## src/verilog/nlc_format_pkg.sv

```systemverilog
`default_nettype none

package nlc_format_pkg;

  localparam int SAMPLE_W  = 21;
  localparam int FIX_W     = 32;
  localparam int FRAC_BITS = 16;

  // Limits of the corrected output
  localparam int SAMPLE_MAX = (1 << (SAMPLE_W - 1)) - 1;
  localparam int SAMPLE_MIN = -(1 << (SAMPLE_W - 1));

  typedef logic signed [SAMPLE_W-1:0] sample_t;

  // Q16.16
  typedef logic signed [FIX_W-1:0] fix_t;

  // Full product, rescaled and truncated back to Q16.16
  function automatic fix_t fix_mul(input fix_t a, input fix_t b);
    logic signed [2*FIX_W-1:0] prod;
    prod = a * b;
    return prod[FRAC_BITS +: FIX_W];
  endfunction

endpackage

`default_nettype wire

```

## src/verilog/nlc_calib_pkg.sv

```systemverilog
`default_nettype none

package nlc_calib_pkg;

  import nlc_format_pkg::*;

  localparam int POLY_ORDER = 5;
  localparam int NUM_COEFFS = POLY_ORDER + 1;

  // Element k holds the coefficient of x^k
  typedef fix_t [NUM_COEFFS-1:0] coeff_vec_t;

endpackage

`default_nettype wire

```

## src/verilog/horner_step.sv

```systemverilog
`timescale 1ns/1ps
`default_nettype none

module horner_step
  import nlc_format_pkg::*;
  import nlc_calib_pkg::*;
#(
  parameter int CHAN_W = 2,
  parameter int STEP   = 0
) (
  input  logic              clk,
  input  logic              rst,
  input  logic              in_valid,
  input  logic [CHAN_W-1:0] in_chan,
  input  fix_t              in_acc,
  input  fix_t              in_norm,
  input  coeff_vec_t        in_coeffs,
  output logic              out_valid,
  output logic [CHAN_W-1:0] out_chan,
  output fix_t              out_acc,
  output fix_t              out_norm,
  output coeff_vec_t        out_coeffs
);

  fix_t coeff;

  if (STEP < 0 || STEP >= POLY_ORDER) begin : g_bad_step
    $error("horner_step: STEP %0d outside 0..%0d", STEP, POLY_ORDER - 1);
  end

  assign coeff = in_coeffs[STEP];

  always_ff @(posedge clk) begin
    if (rst)
      out_valid <= 1'b0;
    else
      out_valid <= in_valid;
  end

  // acc * x + a_k, wraps to 32 bits
  always_ff @(posedge clk) begin
    out_chan   <= in_chan;
    out_acc    <= fix_mul(in_acc, in_norm) + coeff;
    out_norm   <= in_norm;
    out_coeffs <= in_coeffs;
  end

endmodule

`default_nettype wire

```

## config.mk

```make
export PLATFORM = sky130hd
export DESIGN_NAME = horner_step
export DESIGN_NICKNAME = d
export VERILOG_FILES = /design/src/verilog/nlc_format_pkg.sv /design/src/verilog/nlc_calib_pkg.sv /design/src/verilog/horner_step.sv
export SDC_FILE = /design/constraint.sdc
export NUM_CORES = 2
export LEC_CHECK = 0
export BUFFER_PORTS_ARGS = -buffer_cell sky130_fd_sc_hd__buf_2
export CAP_MARGIN = 20
export CORE_UTILIZATION = 45
export DETAILED_ROUTE_END_ITERATION = 8
export HOLD_SLACK_MARGIN = 0.05
export PLACE_DENSITY = 0.72
export RECOVER_POWER = 100
export SLEW_MARGIN = 20
export SYNTH_ARGS = -nofsm -noshare
export SYNTH_HDL_FRONTEND = slang
export SYNTH_SLANG_ARGS = --single-unit
```

## constraint.sdc

```tcl
create_clock -name clk -period 26.9 [get_ports clk]
set_clock_uncertainty 0.2 [all_clocks]
set_input_delay 1.345 -clock clk [delete_from_list [all_inputs] [get_ports clk]]
set_output_delay 1.345 -clock clk [all_outputs]
set_load 0.05 [all_outputs]
```

Word level (Yosys, flattened, before mapping)
Cells that the tools add are included.
{"block": "totals", "register_bits": 259, "latch_bits": 0, "ramBits": 0, "rom_bits": 0, "input_bits": 261, "output_inout_bits": 259, "word_cells": 12, "mem_count": 0}
{"block": "op_classes", "n_addsub": 1, "mul": 1, "div_mod_pow": 0, "n_lt_le_gt_ge": 0, "n_eq_ne": 0, "shifts": 0, "n_mux": 0, "bitwise_logic": 0, "n_reduce_logical": 0}
{"cell": "$mul 32x32->48", "count": 1}
{"cell": "$add 32x32->32", "count": 1}

Depth between registers and ports, before layout
{"block": "logic_depth", "depth_word": 2, "ltp_mapped": 38, "mapped_depth_nobuf": 37}

Least setup slack after synthesis
Ideal clock, no wire load.
{"block": "synth_timing", "path_kind": "input port to flip-flop", "from": "input in_acc[20]", "to": "register out_acc[31]", "setup_ps": 130, "arrival_time_ps": 9879, "t_required_ps": 26570, "path_slack_ps": 16691, "cell_stages": 34, "path_buffers": 2, "cell_sequence": "clkbuf_1 clkbuf_1 and2_1 fa_1 fa_1 inv_1 fa_1 fa_1 inv_1 fa_1 fa_1 fa_1 fa_1 ha_1 a21o_1 a21o_1 a21o_1 a21oi_1 o21ai_0 a2111oi_0 nor2_1 o21a_1 nor2_1 xnor2_1 ha_1 a21o_1 a21oi_1 nor2_1 a311o_1 o31a_1 o21ai_1 a21oi_1 a221o_1 xnor3_1"}
{"block": "synth_via", "elab_chain_len": 2}
{"element": "start, declared", "line": "horner_step.sv:15", "source": "input fix_t in_acc,"}
{"element": "$mul 32x32->48", "line": "nlc_format_pkg.sv:21", "source": "prod = a * b;"}
{"element": "$add 32x32->32", "line": "horner_step.sv:43", "source": "out_acc <= fix_mul(in_acc, in_norm) + coeff;"}
{"element": "end signal, assigned", "line": "horner_step.sv:43"}
{"element": "end, declared", "line": "horner_step.sv:20", "source": "output fix_t out_acc,"}
No other way between the ends.
A chain may end at the register's enable or synchronous reset.

Worst setup path in the final report
{"block": "layout_timing", "from": "input in_norm[2]", "to": "register out_acc[31]"}
{"block": "layout_via", "elab_chain_len": 2}
{"element": "start, declared", "line": "horner_step.sv:16", "source": "input fix_t in_norm,"}
{"element": "$mul 32x32->48", "line": "nlc_format_pkg.sv:21"}
{"element": "$add 32x32->32", "line": "horner_step.sv:43"}
No other way between the ends.

==> qor.yml <==
synth_top_area_share: 0.475
core.rowCount: 102
report.final.slew_viol_count: 696
proportion_of_synthesized_chip_area_in_sequential_cells: 0.147
netlist_top_cells_count: "fa_1 (839), inv_1 (811), and2_1 (500)"
gpl.final_weighted_congestion: 0.955
cell_with_the_most_instances_after_synthesis: "fa_1"
register_area_um2: 5180
preCtsSetupSlack_ns: 15.04
post_cts_resized: 0
fin_crit_sh: 0.443
mappedNetlistArea_um2: 35300
failed_checks: "max-capacitance violations, max-slew violations"
setup_slack_ns: 14.97
postRouteWirelength_mm: 102
rsz0062_at_grt: "false"
mappedNetlistNets: 4857
setup_viol: 0
max_stage_delay_ns: 1.21
wl_per_instance_um: 20.3
dieWidth_um: 282
timing.hold.worst.start: "in_chan[0]"
dp.cells: 4955
design.core.area_um2: 77600
firstDrtPassIters: 6
worstHoldPathCells: 1
finish.cell_count_without_fillers: 5019
syn-mean-instance-area_um2: 9.93
synth_top_cells_by_area: "fa_1 (48%), dfxtp_1 (15%), and2_1 (8.9%)"
post_route_cells_drive_above_1_share: 0.0617
syn_to_final_growth_pct: 11.3
timing.final.hold_violations: 0
multi_input_comb_area_um2: 26500
initial_utilization: 0.455
clock_path_buffers: 3
clk_pin_slew_worst_paths_ns: 0.07
grt_overflow_total: 0
timing.critical_path.from_type: "input port"
num_vias: 25000
via_density_per_instance: 4.99
drc_errors: 0
ys_dominant_reg_cell: "dfxtp_1"
finish.net_count: 5245
cts_tree: "built"
cts_inserted_buffers: 30
htree_levels: 1
slew_at_the_pin_closest_to_its_max_slew_limit_ns: 1.86
detailedRoute.firstIterationViolations: 1327
yosys.area.top_type: "fa_1"
worst-endpoint-required_ns: 27.19
slew-limit-headroom: -0.239
cts.root.buffer_cell: "clkbuf_16"
cpMaxStageDelayCell: "clkbuf_1"
worst_setup_path_category: "input port to register"
ys_ff_latch: 259
synth_cell_types: 49
synth_enable_flop_cells: 0
holdBufCountCts: 0
path_max_fanout: 33
min-delay-path-class: "input port to register"
clock_period_minus_worst_slack_ns: 11.93
floorplan.io_pins: 520
floorplan.die.height_um: 282
fill_cells: 7336
ys_warn_count: 0
max_freq_ghz: 0.0838
worst_ep_arrival_time_ns: 12.22
hpwl_mm: 82.7
number_of_max_cap_violations: 21
outcome: "finished, violations left"
postCtsSetupBuffers: 0
die-area_um2: 79600
crit_path_frequent_cell: "fa_1"
grt_first_pass_wirelength_mm: 157
setup.worst_path.end_class: "register"
grt_max_degree: 35
buffer_ports.inserted: 519
first_global_vias: 26500
totalNegativeSetupSlack_ns: 0
async_reset_ff_frac: 0
drtAntennaViolNets: 0
fin_hold_ws_ns: 0.601
grt_antenna_before_repair: 11
startpoint: "in_norm[2]"
cts_sinks: 259
overall_fraction_of_global_route_tracks_in_use: 0.264
postSynthCellCount: 3559
[stage by stage]
| step | area (um2) | utilization |
|---|---|---|
| global placement | 38600 | 0.498 |
| CTS | 39700 | 0.512 |
| finish | 39300 | 0.507 |
| detailed placement | 38600 | 0.498 |
| floorplan | 35300 | - |
| global route | 39300 | 0.506 |
[final timing paths]
kind | endpoint | slack [ns]
setup / recovery | out_acc[31] | 14.97
hold / removal | out_chan[0] | 0.60
[cells by family after synthesis]
kind of cell | count (synthesis) | synth area share
buffers and inverters | 981 | 0.104
DFF | 259 | 0.147
xor gates and xnor gates | 92 | 0.0232
AOI/OAI and AO/OA | 161 | 0.0300
muxes | 1 | 0.000283
adders and majority gates | 1037 | 0.546
and+or+nand+nor | 1028 | 0.150
[registers in the layout, summed over array words and instances, names as in the netlist]
| name | count |
|---|---|
| out_norm | 32 |
| out_valid | 1 |
| out_acc | 32 |
| out_coeffs | 192 |
| out_chan | 2 |
[area by class of cell]
class / count / share of cell area
multi-input cells: 2319 / 0.673
clock inverters: 20 / 0.00707
clock buffers: 35 / 0.0203
repair buffers: 526 / 0.0565
inverters: 811 / 0.0774
diodes: 9 / 0.000573
well taps: 1040 / 0.0331
flip-flops and latches: 259 / 0.132
[cells in the final DEF, fill, tap and decap left out, types with 34 or more instances in the layout]
master	Yosys	layout
nor2_1	38	38
a21o_1	34	34
buf_2	0	178
inv_1	811	811
fa_1	839	839
a21oi_1	46	46
xnor2_1	67	67
and2_1	500	496
nand2_1	412	412
clkbuf_1	169	344
dfxtp_1	259	259
ha_1	198	198
[critical path, delay by kind of cell]
family | cells | cell delay (ns)
fa+ha+maj | 10 | 4.31
compound gates | 13 | 3.75
buf+inv | 5 | 1.41
simple gates | 5 | 0.91
xor+xnor | 2 | 0.48
[metal layers]
layer / track usage / up-vias / routed length (um)
li1: - / 11000 / -
met4: 0.123 / 2 / 4880
met5: 0 / - / 11
met3: 0.0444 / 196 / 6710
met2: 0.469 / 915 / 53000
met1: 0.312 / 12900 / 37100
Power is not shown: default switching activity piles up to over one toggle a cycle in this logic, so the estimate is an artifact.
