**config.mk**
```make
export PLATFORM = sky130hd
export DESIGN_NAME = normalize_stage
export DESIGN_NICKNAME = d
export VERILOG_FILES = /design/src/verilog/nlc_format_pkg.sv /design/src/verilog/nlc_calib_pkg.sv /design/src/verilog/normalize_stage.sv
export SDC_FILE = /design/constraint.sdc
export NUM_CORES = 2
export LEC_CHECK = 0
export BUFFER_PORTS_ARGS = -buffer_cell sky130_fd_sc_hd__buf_4
export CAP_MARGIN = 10
export CORE_MARGIN = 1.5
export CORE_UTILIZATION = 59
export CTS_CLUSTER_DIAMETER = 80
export CTS_CLUSTER_SIZE = 28
export DETAILED_ROUTE_END_ITERATION = 6
export GPL_TIMING_DRIVEN = 1
export PLACE_DENSITY = 0.81
export RECOVER_POWER = 100
export SETUP_SLACK_MARGIN = 0.4
export SYNTH_ARGS = -nofsm -noshare
export SYNTH_HDL_FRONTEND = slang
export SYNTH_SLANG_ARGS = --single-unit
```
**constraint.sdc**
```tcl
create_clock -name clk -period 7.8 [get_ports clk]
set_clock_uncertainty 0.1 [all_clocks]
set_input_delay 0.39 -clock clk [delete_from_list [all_inputs] [get_ports clk]]
set_output_delay 0.39 -clock clk [all_outputs]
set_load 0.02 [all_outputs]
```
**src/verilog/nlc_format_pkg.sv**
```systemverilog
`default_nettype none

package nlc_format_pkg;

  localparam int SAMPLE_W  = 21;
  localparam int FIX_W     = 32;
  localparam int FRAC_BITS = 16;

  // Limits of the corrected output
  localparam int SAMPLE_MAX = (1 << (SAMPLE_W - 1)) - 1;
  localparam int SAMPLE_MIN = -(1 << (SAMPLE_W - 1));

  typedef logic signed [SAMPLE_W-1:0] sample_t;

  // Q16.16
  typedef logic signed [FIX_W-1:0] fix_t;

  // Full product, rescaled and truncated back to Q16.16
  function automatic fix_t fix_mul(input fix_t a, input fix_t b);
    logic signed [2*FIX_W-1:0] prod;
    prod = a * b;
    return prod[FRAC_BITS +: FIX_W];
  endfunction

endpackage

`default_nettype wire

```
**src/verilog/nlc_calib_pkg.sv**
```systemverilog
`default_nettype none

package nlc_calib_pkg;

  import nlc_format_pkg::*;

  localparam int POLY_ORDER = 5;
  localparam int NUM_COEFFS = POLY_ORDER + 1;

  // Element k holds the coefficient of x^k
  typedef fix_t [NUM_COEFFS-1:0] coeff_vec_t;

endpackage

`default_nettype wire

```
**src/verilog/normalize_stage.sv**
```systemverilog
`timescale 1ns/1ps
`default_nettype none

module normalize_stage
  import nlc_format_pkg::*;
  import nlc_calib_pkg::*;
#(
  parameter int CHAN_W = 2
) (
  input  logic              clk,
  input  logic              rst,
  input  logic              in_valid,
  input  logic [CHAN_W-1:0] in_chan,
  input  sample_t           in_sample,
  input  fix_t              in_neg_mean,
  input  fix_t              in_recip_stdev,
  input  coeff_vec_t        in_coeffs,
  output logic              out_valid,
  output logic [CHAN_W-1:0] out_chan,
  output fix_t              out_norm,
  output coeff_vec_t        out_coeffs
);

  logic              ofs_valid;
  logic [CHAN_W-1:0] ofs_chan;
  fix_t              ofs_sum;
  fix_t              ofs_recip;
  coeff_vec_t        ofs_coeffs;
  fix_t              sample_fix;

  // Sample moved to Q16.16, upper bits wrap
  assign sample_fix = fix_t'(fix_t'(in_sample) <<< FRAC_BITS);

  always_ff @(posedge clk) begin
    if (rst) begin
      ofs_valid <= 1'b0;
      out_valid <= 1'b0;
    end else begin
      ofs_valid <= in_valid;
      out_valid <= ofs_valid;
    end
  end

  // Offset
  always_ff @(posedge clk) begin
    ofs_chan   <= in_chan;
    ofs_sum    <= sample_fix + in_neg_mean;
    ofs_recip  <= in_recip_stdev;
    ofs_coeffs <= in_coeffs;
  end

  // Scale
  always_ff @(posedge clk) begin
    out_chan   <= ofs_chan;
    out_norm   <= fix_mul(ofs_sum, ofs_recip);
    out_coeffs <= ofs_coeffs;
  end

endmodule

`default_nettype wire

```
**After elaboration in Yosys (flattened, before gate mapping)**

Index checks and enable logic that the tools add are counted.

- $mul: 1
- $add $sub $neg: 1

Operator list:

| kind | number |
|---|---|
| $mul 32x32->48 | 1 |
| $add 32x32->32 | 1 |

- Input bits: 282
- Output and inout bits: 227
- Register bits: 486
- Word-level logic and storage cells: 21

**Logic depth before layout (Yosys ltp)**

- Word-level depth: 1
- Gate-level depth with buffers: 26
- Gate-level depth less buffers: 25

**Least setup slack after synthesis**

OpenSTA, ideal clock, no wires.

- Kind: reg2reg
- From: reg ofs_sum[18]
- To: reg out_norm[27]
- Period minus slack after synthesis: 6.922 ns
- Arrival: 6.694 ns
- Stages on the path, launching flop included: 22
- Library setup time: 0.128 ns
- Path slack: 0.878 ns
- Cells stage by stage: dfxtp_1 > clkbuf_1 > clkbuf_1 > nand2_1 > fa_1 > fa_1 > fa_1 > fa_1 > inv_1 > fa_1 > fa_1 > fa_1 > fa_1 > ha_1 > a21o_1 > a21o_1 > a21o_1 > a221o_1 > o2bb2ai_2 > nor3_4 > o21bai_1 > xor2_1

- Cells in the longest elaborated chain, start to end: 1

RTL lines:

| element | RTL line | text |
|---|---|---|
| start: declaration | normalize_stage.sv:26 | `fix_t ofs_sum;` |
| start signal: assignment | normalize_stage.sv:47 | `ofs_sum <= sample_fix + in_neg_mean;` |
| $mul 32x32->48 | nlc_format_pkg.sv:21 | `prod = a * b;` |
| end signal: assignment | normalize_stage.sv:55 | `out_norm <= fix_mul(ofs_sum, ofs_recip);` |
| end: declaration | normalize_stage.sv:20 | `output fix_t out_norm,` |

Every way passes these cells.
A chain may end at the register's enable or synchronous reset.

**Worst setup path in the final report**

- From: reg ofs_recip[4]
- To: reg out_norm[29]

- Cells in the longest elaborated chain, start to end: 1

RTL lines:

| element | RTL line | text |
|---|---|---|
| start: declaration | normalize_stage.sv:27 | `fix_t ofs_recip;` |
| start signal: assignment | normalize_stage.sv:48 | `ofs_recip <= in_recip_stdev;` |
| $mul 32x32->48 | nlc_format_pkg.sv:21 |  |

Every way passes these cells.

==> summary.md <==
| Metric | Value |
|---|---|
| Main synth FF type | dfxtp_1 |
| # setup viols final | 0 |
| Fin Hold WS | 35.8 ps |
| First-pass DRT Iterations | 7 |
| Largest net degree at the start of global routing | 33 |
| Status | finished clean |
| Worst-path fanout max | 21 |
| Maxcap violations | 0 |
| Via density | 5.31 |
| Classification of the worst setup path | reg -> reg |
| Total routed wirelength | 116 mm |
| Starting density of the core | 59.5% |
| TritonCTS buffer count | 27 |
| Final core occ | 72.8% |
| Vias | 28,357 |
| Synth Area in XOR/XNOR | 1.86% |
| Die width | 261 µm |
| # port buffers | 503 |
| Setup TNS | 0 ps |
| Ys async rst share | 0% |
| Period utilization | 94.8% |
| CP required | 8300 ps |
| Minimum clock period | 7390 ps |
| Synth Area in Compound Gates | 2.23% |
| Main combinational cell family by area after synthesis | adder cells |
| Commonest non-fill, non-tap cell in the layout | fa_1 |
| Synth Cell Area | 39,100 µm² |
| Tot GR Track Use | 33.7% |
| Syn nets | 4,986 |
| CP endpoint kind | flip-flop |
| Final-report hold violation count | 0 |
| Top cell type's share of synthesized area | 42.9% |
| FF-to-FF path depth | 27 |
| CTS max path bufs | 3 |
| Area growth syn-to-layout | 22.4% |
| Worst Hold End | ofs_sum[31]$_DFF_P_ |
| Clock Sinks | 486 |
| H-tree Lvls | 1 |
| Adder-Cell Fraction of Synth Area | 48.6% |
| Min-delay src | in_neg_mean[31] |
| Startpoint types | flip-flop |
| RR Startpoint | ofs_recip[4]$_DFF_P_ |
| Unrepaired setup endpoints after global routing | yes |
| Cell row count | 94 |
| Area contributors post-synth | fa_1, dfxtp_1, inv_1 |
| Post-synth EDFFs | 0 |
| Core Area | 65,700 µm² |
| First-pass GRT wire length | 174 mm |
| Max transition margin | 45.6% |
| GR Overflow Total | 0 |
| Fillers | 4,445 |
| Initial antenna violation count | 6 |
| R2r endpoint | out_norm[29]$_DFF_P_ |
| Synth cell types | 63 |
| Nets | 5,768 |
| WHS Path Cells | 3 |
| Cell taking the most area after synthesis | fa_1 |
| DIE AREA | 67,900 µm² |
| Number of global-route vias before repair | 31,572 |
| Post-DP HPWL | 83.2 mm |
| YS warnings | 0 |
| Cell count after synthesis | 3,687 |
| Routed Antenna Nets | 0 |
| Layout cell share with drive strength beyond 1 | 11.9% |
| Critical path arrival | 7900 ps |
| Worst Hold Class | in -> reg |
| CP startpoint | ofs_recip[4]$_DFF_P_ |
| Flops & latches, synth | 486 |
| Root cell of the clock tree | clkbuf_16 |
| Final Max Slew Viols | 0 |
| Clock latency on the worst-skew pair | 680 ps |
| Max frequency | 135 MHz |
| Register area share after synthesis | 24.9% |
| Vert. Die Dim | 261 µm |
| Actual slew at the worst max-slew pin | 795 ps |
| Initial DRC count | 2,056 |
| IO Pins | 509 |
| Gpl congestion | 0.902 |
| Clock-pin slew on the worst setup and hold paths | 100 ps |
| Syn Area/Cell | 10.6 µm² |
| Remaining DRCs | 0 |
| CTS tree | yes |
| Most frequent cells in the layout | fa_1, inv_1, nand2_1, dfxtp_1, and2_1 |
| Internal reg-to-reg setup slack | 410 ps |
| Mux cell area share after synthesis | 0.0256% |
| Post-Synth Simple-Gate Area | 13.3% |
| DR WL/cell | 21.7 µm |
## layer usage
metal | up-vias | GRT usage, % | wire (µm)
li1 | 12141 | - | -
met1 | 14250 | 40.3 | 39200
met2 | 1539 | 58.4 | 57600
met3 | 423 | 7.23 | 11400
met4 | 4 | 15.7 | 7620
met5 | - | 0 | 50
## per-stage QoR
| step | setup slack [ps] | instances | cell area (µm²) |
|---|---|---|---|
| finish | 406 | 5345 | 47900 |
| global route | 188 | 5344 | 47900 |
| CTS | 388 | 5324 | 48200 |
| detailed placement | 177 | 5030 | 44700 |
| global placement | 295 | 5030 | 44700 |
| floorplan | 878 | 3687 | 39100 |
## cells in the mapped netlist (9+ instances only)
cell / instances
xnor2_1: 65
xor2_1: 18
clkbuf_1: 167
nor2b_1: 20
inv_1: 784
nand3_1: 16
ha_1: 178
a21oi_1: 35
a21o_1: 24
o21ai_0: 12
fa_1: 839
and2_1: 434
nand2b_1: 9
nor3_1: 11
nand2_1: 479
nor2_1: 25
dfxtp_1: 486
## cell families (layout without fill, tap and decap cells)
family,count (synthesis),after routing
xor gates and xnor gates,83,83
muxes,1,1
adders and majority gates,1017,1017
DFF,486,486
and+or+nand+nor,1027,1027
AOI/OAI and AO/OA,120,120
other,0,2
buffers and inverters,953,1745
## registers in the layout, indices dropped and copies added (netlist names)
signal      count
ofs_coeffs    192
ofs_chan        2
ofs_valid       1
out_chan        2
out_coeffs    192
out_norm       32
ofs_recip      32
out_valid       1
ofs_sum        32
## worst max path at each step
stage                            to  depth (start not counted)
3_5_place_dp   out_norm[31]$_DFF_P_                         22
6_report       out_norm[29]$_DFF_P_                         27
3_3_place_gp   out_norm[31]$_DFF_P_                         22
4_1_cts        out_norm[31]$_DFF_P_                         21
2_1_floorplan  out_norm[27]$_DFF_P_                         21
5_1_grt        out_norm[29]$_DFF_P_                         27
## worst max-delay path, cell delays in order (launching register included)
cell,delay (ps)
dfxtp_1,340
buf_6,270
buf_4,280
nand2_1,100
fa_1,460
fa_1,530
inv_1,80
fa_1,480
inv_1,50
fa_1,530
inv_1,40
ha_1,260
ha_1,280
inv_1,50
fa_1,470
inv_1,50
fa_1,430
ha_1,320
nand3_1,140
nor3_1,330
buf_4,170
a211oi_1,40
clkbuf_1,250
nand3_2,240
and4_1,440
nor3_4,90
o31ai_1,350
xor2_1,180
## final cells by class
cell class	instances	area [µm²]	area share, %
multi-input cells	2248	25900	54.0
clock buffers	27	676	1.41
inverters	784	2940	6.15
repair buffers	922	7240	15.1
flip-flops and latches	486	9830	20.5
well taps	864	1080	2.26
diodes	2	5.00	0.0105
clock inverters	12	245	0.512
## what timing repair did
action                                  in CTS  in global routing
pin swaps                                    0                 20
setup buffers                                0                  7
gates resized for setup                     10                 92
cloned                                       0                 12
hold endpoints to repair                   251                  0
hold buffers                               255                  0
endpoints found under the setup margin      12                 14
Power is not shown: default switching activity piles up to over one toggle a cycle in this logic, so the estimate is an artifact.
