File: src/verilog/nlc_format_pkg.sv
`default_nettype none

package nlc_format_pkg;

  localparam int SAMPLE_W  = 21;
  localparam int FIX_W     = 32;
  localparam int FRAC_BITS = 16;

  // Limits of the corrected output
  localparam int SAMPLE_MAX = (1 << (SAMPLE_W - 1)) - 1;
  localparam int SAMPLE_MIN = -(1 << (SAMPLE_W - 1));

  typedef logic signed [SAMPLE_W-1:0] sample_t;

  // Q16.16
  typedef logic signed [FIX_W-1:0] fix_t;

  // Full product, rescaled and truncated back to Q16.16
  function automatic fix_t fix_mul(input fix_t a, input fix_t b);
    logic signed [2*FIX_W-1:0] prod;
    prod = a * b;
    return prod[FRAC_BITS +: FIX_W];
  endfunction

endpackage

`default_nettype wire

File: src/verilog/nlc_calib_pkg.sv
`default_nettype none

package nlc_calib_pkg;

  import nlc_format_pkg::*;

  localparam int POLY_ORDER = 5;
  localparam int NUM_COEFFS = POLY_ORDER + 1;

  // Element k holds the coefficient of x^k
  typedef fix_t [NUM_COEFFS-1:0] coeff_vec_t;

endpackage

`default_nettype wire

File: src/verilog/channel_capture.sv
`timescale 1ns/1ps
`default_nettype none

module channel_capture
  import nlc_format_pkg::*;
  import nlc_calib_pkg::*;
#(
  parameter int NUM_CHANNELS = 4,
  parameter int CHAN_W       = 2
) (
  input  logic              clk,
  input  logic              rst,
  input  logic              start,
  input  logic              done,
  input  sample_t           x_adc       [NUM_CHANNELS],
  input  fix_t              neg_mean    [NUM_CHANNELS],
  input  fix_t              recip_stdev [NUM_CHANNELS],
  input  coeff_vec_t        coeffs      [NUM_CHANNELS],
  output logic              busy,
  output logic              issue_valid,
  output logic [CHAN_W-1:0] issue_chan,
  output sample_t           issue_sample,
  output fix_t              issue_neg_mean,
  output fix_t              issue_recip_stdev,
  output coeff_vec_t        issue_coeffs
);

  logic              busy_r;
  logic              issuing;
  logic              accept;
  logic [CHAN_W-1:0] cnt;

  sample_t    x_q  [NUM_CHANNELS];
  fix_t       nm_q [NUM_CHANNELS];
  fix_t       rs_q [NUM_CHANNELS];
  coeff_vec_t cf_q [NUM_CHANNELS];

  // Idle again as soon as the store reports done
  assign busy   = busy_r && !done;
  assign accept = start && !busy;

  always_ff @(posedge clk) begin
    if (rst) begin
      busy_r  <= 1'b0;
      issuing <= 1'b0;
      cnt     <= '0;
    end else if (accept) begin
      busy_r  <= 1'b1;
      issuing <= 1'b1;
      cnt     <= '0;
    end else begin
      if (done)
        busy_r <= 1'b0;
      if (issuing) begin
        if (cnt == CHAN_W'(NUM_CHANNELS - 1))
          issuing <= 1'b0;
        cnt <= cnt + 1'b1;
      end
    end
  end

  // Whole bank frozen for the run
  always_ff @(posedge clk) begin
    if (accept) begin
      x_q  <= x_adc;
      nm_q <= neg_mean;
      rs_q <= recip_stdev;
      cf_q <= coeffs;
    end
  end

  always_ff @(posedge clk) begin
    if (rst)
      issue_valid <= 1'b0;
    else
      issue_valid <= issuing;
  end

  always_ff @(posedge clk) begin
    issue_chan        <= cnt;
    issue_sample      <= x_q[cnt];
    issue_neg_mean    <= nm_q[cnt];
    issue_recip_stdev <= rs_q[cnt];
    issue_coeffs      <= cf_q[cnt];
  end

  a_chan_range: assert property (@(posedge clk) disable iff (rst)
    issue_valid |-> issue_chan < NUM_CHANNELS)
    else $error("channel_capture: issue_chan %0d out of range", issue_chan);

endmodule

`default_nettype wire

File: config.mk
export PLATFORM = sky130hd
export DESIGN_NAME = channel_capture
export DESIGN_NICKNAME = d
export VERILOG_FILES = /design/src/verilog/nlc_format_pkg.sv /design/src/verilog/nlc_calib_pkg.sv /design/src/verilog/channel_capture.sv
export SDC_FILE = /design/constraint.sdc
export NUM_CORES = 1
export LEC_CHECK = 0
export ABC_AREA = 1
export BUFFER_PORTS_ARGS = -buffer_cell sky130_fd_sc_hd__buf_2
export CORE_AREA = 2 2 546 548
export DETAILED_ROUTE_END_ITERATION = 16
export DIE_AREA = 0 0 548 550
export GPL_TIMING_DRIVEN = 0
export PLACE_DENSITY = 0.32
export SYNTH_ARGS = -nofsm -noshare
export SYNTH_HDL_FRONTEND = slang
export SYNTH_SLANG_ARGS = --single-unit
File: constraint.sdc
create_clock -name clk -period 25.2 [get_ports clk]
set_input_delay 3.78 -clock clk [delete_from_list [all_inputs] [get_ports clk]]
set_output_delay 3.78 -clock clk [all_outputs]
set_load 0.02 [all_outputs]
* After elaboration in Yosys (flattened, before gate mapping)
Index checks and enable logic that the tools add are counted.
** Operators by class
- Add/subtract/negate cells :: 1
- Order comparisons :: 1
- Equal/unequal tests :: 1
- Muxes and demuxes :: 17
- Bitwise logic cells :: 1
- Reductions and logical operators :: 6
** Operators by type and width (number)
- binary-select mux 192 bit (select 2 bit) :: 1
- two-way mux 192 bit :: 2
- binary-select mux 32 bit (select 2 bit) :: 2
- two-way mux 32 bit :: 4
- binary-select mux 21 bit (select 2 bit) :: 1
- two-way mux 21 bit :: 2
- two-way mux 1 bit :: 5
- >= comparator 3 bit, second input constant :: 1
- NOT 2 -> 3 bit :: 1
- adder 2 x 1 -> 2 bit, second input constant :: 1
- equality test 2 bit, second input constant :: 1
- logical AND 1 bit :: 2
- logical NOT 1 bit :: 2
- nonzero test 2 bit :: 1
- OR reduction 2 bit :: 1
** Storage, ports and cells
- Register bits :: 1392
- Output and inout port bits :: 281
- Logic and storage cells :: 77

* Longest topological paths before layout
Gate-level depths: netlist of run 1.
- Depth after elaboration :: 5
- Gate-level depth with buffers :: 8
- Gate-level depth less buffers :: 5

* Worst setup path after synthesis of run 1
No wires, ideal clock.
- Kind :: input to register
- Start point :: input done
- End point :: register cf_q[0] (netlist name), enable pin
- Setup time :: 1.448 ns
- Data arrival time :: 25.307 ns
- Slack :: -1.555 ns
- Stages :: 4
- Cells stage by stage :: inv_1 > nand2_1 > nand2_1 > inv_1
** Between the ends
- Cells in the longest elaborated chain, start to end :: 4
** Ends and longest elaborated chain
- start: declaration :: line channel_capture.sv:14 : input logic done,
- logical NOT 1 bit :: line channel_capture.sv:39 : assign busy = busy_r && !done;
- logical AND 1 bit :: line channel_capture.sv:39
- logical NOT 1 bit :: line channel_capture.sv:40 : assign accept = start && !busy;
- logical AND 1 bit :: line channel_capture.sv:40
- named net accept :: line channel_capture.sv:30 : logic accept;
- end signal: assignment :: line channel_capture.sv:68 : cf_q <= coeffs;
- end: declaration :: line channel_capture.sv:36 : coeff_vec_t cf_q [NUM_CHANNELS];
The timed path passes the listed nets, and every way through them passes these cells.
A chain may end at the register's enable or synchronous reset.

* Worst setup path in the final report of run 1
- Start point :: input done
- End point :: output busy
** Between the ends
- Cells in the longest elaborated chain, start to end :: 2
** Ends and longest elaborated chain
- logical NOT 1 bit :: line channel_capture.sv:39
- logical AND 1 bit :: line channel_capture.sv:39
- end: declaration :: line channel_capture.sv:19 : output logic busy,
Every way passes these cells.

==> summary.txt, run 1 <==
Run status
  – Status: completed

STA
  – RSZ-0062 raised after global routing: false
  – Layout Skew: 0.0524 ns
  – Setup TNS: 0 ns
  – Final Worst Setup Slack: 17.11 ns
  – Max_slew headroom: 0.273
  – Count of final setup violators: 0
  – Final Hold Violating Endpoints: 0
  – Final Max Slew Viols: 0
  – Slew @ Worst Pin: 1.09 ns
  – Fin crit share: 0.321
  – Max Freq: 0.124 GHz
  – Minimum clock period after layout: 8.09 ns

Detailed routing
  – Routed len/inst: 23.4 um
  – Drc violations: 0
  – Pre-antenna DRT Iters: 5
  – Vias per Instance: 3.67
  – Vias after detailed routing: 38,200
  – Antenna Nets Post-Route: 0
  – Initial DRC count: 2,207
  – WL final: 244,000 um

Finish
  – Multi-input logic area: 8040 um^2
  – Post-layout net count: 7,366
  – Share of post-route cells with drive strength above 1: 0.287
  – P&R area growth vs syn: 35.8%
  – Register Area: 39,000 um^2
  – Filler cells: 32,200

Pwr
  – Power Dens Cells: 83.4 nW/um^2
  – Peak supply drop: 0.0000501 V
  – Leak: 0.0329 uW

Place
  – Placer Congestion: 0.852
  – Setup WS pre-CTS: 17.10 ns
  – # port buffers: 1,392
  – DPL Wire Length: 193,000 um

Worst setup path
  – Crit path DAT: 4.31 ns
  – Crit-path max FO: 3
  – CP required: 21.42 ns
  – R2r setup slk: 21.76 ns
  – Setup Crit Path Kind: primary input to output pin
  – Worst setup SP type: primary input
  – Crit end category: output pin

Logic synthesis
  – Mean Syn Cell Area: 11.2 um^2
  – Ys async rst share: 0
  – Commonest cells in the netlist: 1,390 x nand2_1, 1,114 x inv_1, 1,108 x edfxtp_1, 555 x nand3_1, 284 x dfxtp_1
  – Post-synth EDFFs: 1,108
  – #FFs+latches synth: 1,392
  – Area contributors post-synth: edfxtp_1 64%, dfxtp_1 11%, nand2_1 10%
  – Most common flop cell mapped by yosys: edfxtp_1
  – Mapped Area: 52,100 um^2
  – Largest area contributor in the netlist: edfxtp_1
  – Synth warn: 0
  – Synth Net Count: 5,759
  – Post-synthesis sequential area ratio: 0.747
  – Top-count cell post-synth: nand2_1
  – Synth Instances: 4,646
  – Post-synth top area share: 0.638
  – Distinct cells, synth: 15

Floorplan
  – Starting Density: 0.176
  – Ports: 1,393
  – Die ar.: 301,000 um^2
  – Die Wd: 548 um
  – Area of the core: 296,000 um^2
  – Die Ht: 550 um
  – FP Rows: 200

Global routing
  – First-pass GRT wire length: 325,000 um
  – Initial antenna violation count: 306
  – Vias in the first global route: 39,100
  – Largest net degree at the start of global routing: 46
  – Global route overflow: 0
  – All-Layer GR Usage: 0.157

Clocking
  – # H-tree levels: 4
  – Cts repair resizes: 0
  – CTS Buf Count: 179
  – Clk Latency, worst-skew pair: 0.84 ns
  – Cts-stage hold buffer count: 0
  – Clk buf depth: 4
  – Clock Root Buffer: clkbuf_16
  – Number of setup buffers added after CTS: 0
  – Clock-pin slew on the worst setup and hold paths: 0.06 ns
  – TritonCTS Sinks: 1,392
  – CTS tree: built

Worst hold path
  – HP Class: flip-flop to flip-flop

Job
  – Max-cap violation count: 0
## metrics by stage
step | hold slack, ns | power [uW] | cells | instance area [um^2] | utilization
2_1_floorplan | 0.352 | 3080 | 4646 | 52100 | -
3_3_place_gp | 0.355 | 3460 | 9977 | 64000 | 0.217
3_5_place_dp | 0.362 | 3360 | 10000 | 64700 | 0.219
4_1_cts | 0.371 | 6030 | 10300 | 70600 | 0.239
5_1_grt | 0.385 | 6160 | 10400 | 70700 | 0.239
6_report | 0.368 | 5900 | 10400 | 70800 | 0.240
## critical path, cell delays in order
cell     delay [ns]
buf_2          0.10
inv_1          0.04
nand2_1        0.07
inv_1          0.08
buf_2          0.22
## layer usage
| metal | track usage | wire (um) | share of wire |
|---|---|---|---|
| met1 | 0.173 | 93000 | 0.38 |
| met2 | 0.273 | 118000 | 0.48 |
| met3 | 0.0667 | 24800 | 0.10 |
| met4 | 0.0427 | 7940 | 0.033 |
| met5 | 0 | 910 | 0.0037 |
## final cells by class
cell class / instances / share of cell area
antenna: 81 / 0.00286
clock buffer: 261 / 0.0718
sequential: 1392 / 0.550
tap: 3939 / 0.0696
multi-input combinational: 1954 / 0.114
clock inverter: 68 / 0.0113
buffer: 184 / 0.0134
timing repair buffer: 1426 / 0.108
inverter: 1116 / 0.0592
## state kept, by name (all words and copies together) (netlist names), 2 cells and up
signal,cells
cf_q,768
issue_coeffs,192
nm_q,128
rs_q,128
x_q,84
issue_neg_mean,32
issue_recip_stdev,32
issue_sample,21
cnt,2
issue_chan,2
## report_power, final
group	total (uW)	internal (uW)	switching (uW)	leakage (uW)
Sequential	2710	2660	46.3	0.0131
Clock	2610	1550	1070	0.00287
Combinational	580	181	399	0.0169
## cells by family after synthesis
group           after synthesis  synth area share
compound gates                1         0.0000959
xor+xnor                      1          0.000168
fa+ha+maj                     1          0.000240
buf+inv                    1300            0.0986
flops                      1392             0.747
simple gates               1951             0.154
## cells in the final DEF, fill, tap and decap left out, types with 2 or more instances in the layout
cell           n
nand2_1     1390
bufinv_16     14
clkbuf_16    184
diode_2       81
buf_12        33
clkbuf_1      96
clkinvlp_4     5
buf_2       1520
nor2_1         6
clkinv_1      10
buf_6         11
inv_1       1113
clkinv_4       3
clkbuf_8      19
clkinv_16      2
clkinv_2      26
inv_2          2
buf_4          5
nand3_1      555
dfxtp_1      284
inv_6          7
edfxtp_1    1108
buf_1          2
## final timing paths
| check | end | depth (start not counted) | start |
|---|---|---|---|
| worst max-delay path | busy | 5 | done |
| worst min-delay path | issue_chan[0] | 0 | cnt[0] |
| worst max register to register | rs_q[26] | 11 | busy_r |
| worst min register to register | issue_chan[0] | 0 | cnt[0] |
No activity file was read; power rests on OpenSTA's default activity.
==> run 2, diff against run 1 <==
--- a/config.mk
+++ b/config.mk
@@ -11,7 +11,7 @@
 export DETAILED_ROUTE_END_ITERATION = 16
 export DIE_AREA = 0 0 548 550
 export GPL_TIMING_DRIVEN = 0
-export PLACE_DENSITY = 0.32
+export PLACE_DENSITY = 0.31
 export SYNTH_ARGS = -nofsm -noshare
 export SYNTH_HDL_FRONTEND = slang
 export SYNTH_SLANG_ARGS = --single-unit
==> constraint.sdc (replaced) <==
create_clock -name clk -period 7.59 [get_ports clk]
set_input_delay 1.1385 -clock clk [delete_from_list [all_inputs] [get_ports clk]]
set_output_delay 1.1385 -clock clk [all_outputs]
set_load 0.02 [all_outputs]
==> run 2 against run 1 <==
  * Hold slack improved by 0.00065 ns
  * Global-route usage decreased by 0.34 points
  * Sequential cell count unchanged
  * Non-clock buffer count unchanged
  * Sequential power increased to 3.3 times the previous value
  * Via count decreased by 0.75%
  * Highest routed layer unchanged
  * Cell count decreased by 0.12%
  * Die area unchanged
  * Count of clock-buffer cells in the layout increased by 3
  * Critical path depth increased by 7
==> summary.txt, run 2 (synthesis gave the netlist of run 1 again) <==
STA
  – Minimum clock period after layout: 3.07 ns
  – Final Max Slew Viols: 0 (unchanged)
  – Final Hold Violating Endpoints: 0 (unchanged)
  – Final Worst Setup Slack: 4.52 ns (-12.60 ns)
  – Slew @ Worst Pin: 1.11 ns (+0.0239 ns)
  – Layout Skew: 0.0544 ns (+0.00201 ns)
  – RSZ-0062 raised after global routing: false
  – Count of final setup violators: 0 (unchanged)
  – Fin crit share: 0.405
  – Max_slew headroom: 0.257 (-0.0159)
  – Setup TNS: 0 ns (unchanged)
  – Max Freq: 0.325 GHz

Clocking
  – Cts repair resizes: 0 (unchanged)
  – Clock Root Buffer: clkbuf_16
  – CTS tree: built
  – Number of setup buffers added after CTS: 0 (unchanged)
  – Clock-pin slew on the worst setup and hold paths: 0.07 ns (about the same)
  – Cts-stage hold buffer count: 0 (unchanged)
  – TritonCTS Sinks: 1,392 (unchanged)
  – Clk buf depth: 4 (unchanged)
  – CTS Buf Count: 179 (unchanged)
  – Clk Latency, worst-skew pair: 0.84 ns (about the same)
  – # H-tree levels: 4 (unchanged)

Worst setup path
  – Crit-path max FO: 38 (+35)
  – R2r setup slk: 4.62 ns (-17.14 ns)
  – Setup Crit Path Kind: primary input to flip-flop
  – Crit end category: flip-flop
  – Worst R2R Start: busy_r
  – Worst R2R End: cf_q[57]
  – FF-to-FF path depth: 10 (-1)
  – Worst setup SP type: primary input
  – CP required: 8.09 ns (-13.33 ns)
  – Crit path DAT: 3.58 ns (-0.73 ns)

Pwr
  – Power Dens Cells: 274 nW/um^2 (+230%)
  – Leak: 0.0329 uW (-0.17%)
  – Peak supply drop: 0.000168 V (+240%)

Floorplan
  – Die ar.: 301,000 um^2 (unchanged)
  – Die Ht: 550 um (unchanged)
  – Starting Density: 0.176 (unchanged)
  – Area of the core: 296,000 um^2 (unchanged)
  – Ports: 1,393 (unchanged)
  – FP Rows: 200 (unchanged)
  – Die Wd: 548 um (unchanged)

Finish
  – Share of post-route cells with drive strength above 1: 0.286 (-0.000759)
  – Register Area: 39,000 um^2 (unchanged)
  – Most flops, register: cf_q
  – Multi-input logic area: 8040 um^2 (unchanged)
  – P&R area growth vs syn: 35.5%
  – Biggest regs: cf_q: 768 flops, issue_coeffs: 192 flops
  – Commonest non-fill, non-tap cell in the layout: buf_2
  – Max reg flops: 768 (unchanged)
  – Filler cells: 32,300 (+0.19%)
  – Post-layout net count: 7,366 (unchanged)
  – Most frequent cells in the layout: 1,520 x buf_2, 1,390 x nand2_1, 1,113 x inv_1

Global routing
  – Largest net degree at the start of global routing: 43 (-6.5%)
  – Initial antenna violation count: 300 (-2.0%)
  – Vias in the first global route: 38,700 (-1.1%)
  – Global route overflow: 0 (unchanged)
  – First-pass GRT wire length: 319,000 um (-1.7%)
  – All-Layer GR Usage: 0.153 (-0.00343)

Worst hold path
  – Min-delay src: cnt[1]
  – HP Class: flip-flop to flip-flop
  – Hold Path Sink: issue_chan[1]
  – Min-Delay Path Depth: 0 (unchanged)

Detailed routing
  – Routed len/inst: 22.9 um (-2.4%)
  – Vias after detailed routing: 37,900 (-0.75%)
  – WL final: 238,000 um (-2.5%)
  – Drc violations: 0 (unchanged)
  – Antenna Nets Post-Route: 0 (unchanged)
  – Pre-antenna DRT Iters: 5 (unchanged)
  – Initial DRC count: 2,014 (-8.7%)
  – Vias per Instance: 3.65 (-0.63%)

Place
  – Placer Congestion: 0.829 (-2.6%)
  – DPL Wire Length: 188,000 um (-2.9%)
  – Setup WS pre-CTS: 3.62 ns (-13.49 ns)
  – # port buffers: 1,392 (unchanged)

Job
  – Max-cap violation count: 0 (unchanged)

Run status
  – Status: completed
==> run 2: cell types whose count changed in the layout (fill, tap and decap cells not counted), sizes merged <==
cell,change
bufinv,-6
clkbuf,+3
clkinv,+6
clkinvlp,+1
diode,-16
inv,-1
==> run 2: layer usage <==
metal,share of wire,wire (um),track usage
met1,0.38,89500,0.167
met4,0.032,7680,0.0400
met3,0.10,24200,0.0681
met2,0.49,116000,0.269
met5,0.0044,1050,0
==> run 2: through the flow <==
stage	hold slack, ns	total power [uW]	area (um^2)	cells	utilization
finish	0.369	19400	70700	10400	0.239
global route	0.376	20300	70600	10400	0.239
CTS	0.357	19800	70500	10300	0.239
detailed placement	0.373	11100	64700	10000	0.219
global placement	0.366	11500	64000	9977	0.217
floorplan	0.352	10200	52100	4646	-
==> run 2: how the worst max path moves through the flow <==
stage	start	to	slack, ns	cells past startpoint
finish	done	cf_q[57]	4.52	12
global route	done	cf_q[57]	4.36	12
CTS	cnt[1]	issue_coeffs[46]	4.49	5
detailed placement	done	cf_q[88]	3.62	12
global placement	done	cf_q[57]	-22.00	5
floorplan	done	cf_q[0]	-10.80	4
==> run 2: final cells by class <==
class	instances	area share
clock inverters	68	0.00912
repair buffers	1426	0.108
flip-flops and latches	1392	0.551
inverters	1116	0.0593
well taps	3939	0.0697
multi-input cells	1954	0.114
clock buffers	264	0.0726
diodes	65	0.00230
plain buffers	184	0.0135
==> run 2: report_power, final <==
group / internal [uW] / switching (uW)
clock network: 4970 / 3520
logic: 601 / 1290
registers: 8840 / 154
==> run 2: worst max-delay path: stages <==
cell        delay [ns]
buf_2             0.07
inv_1             0.03
nand2_1           0.08
nand2_1           0.11
clkinvlp_4        0.13
buf_12            0.24
buf_12            0.28
buf_12            0.26
buf_12            0.26
buf_12            0.27
buf_12            0.27
buf_12            0.27
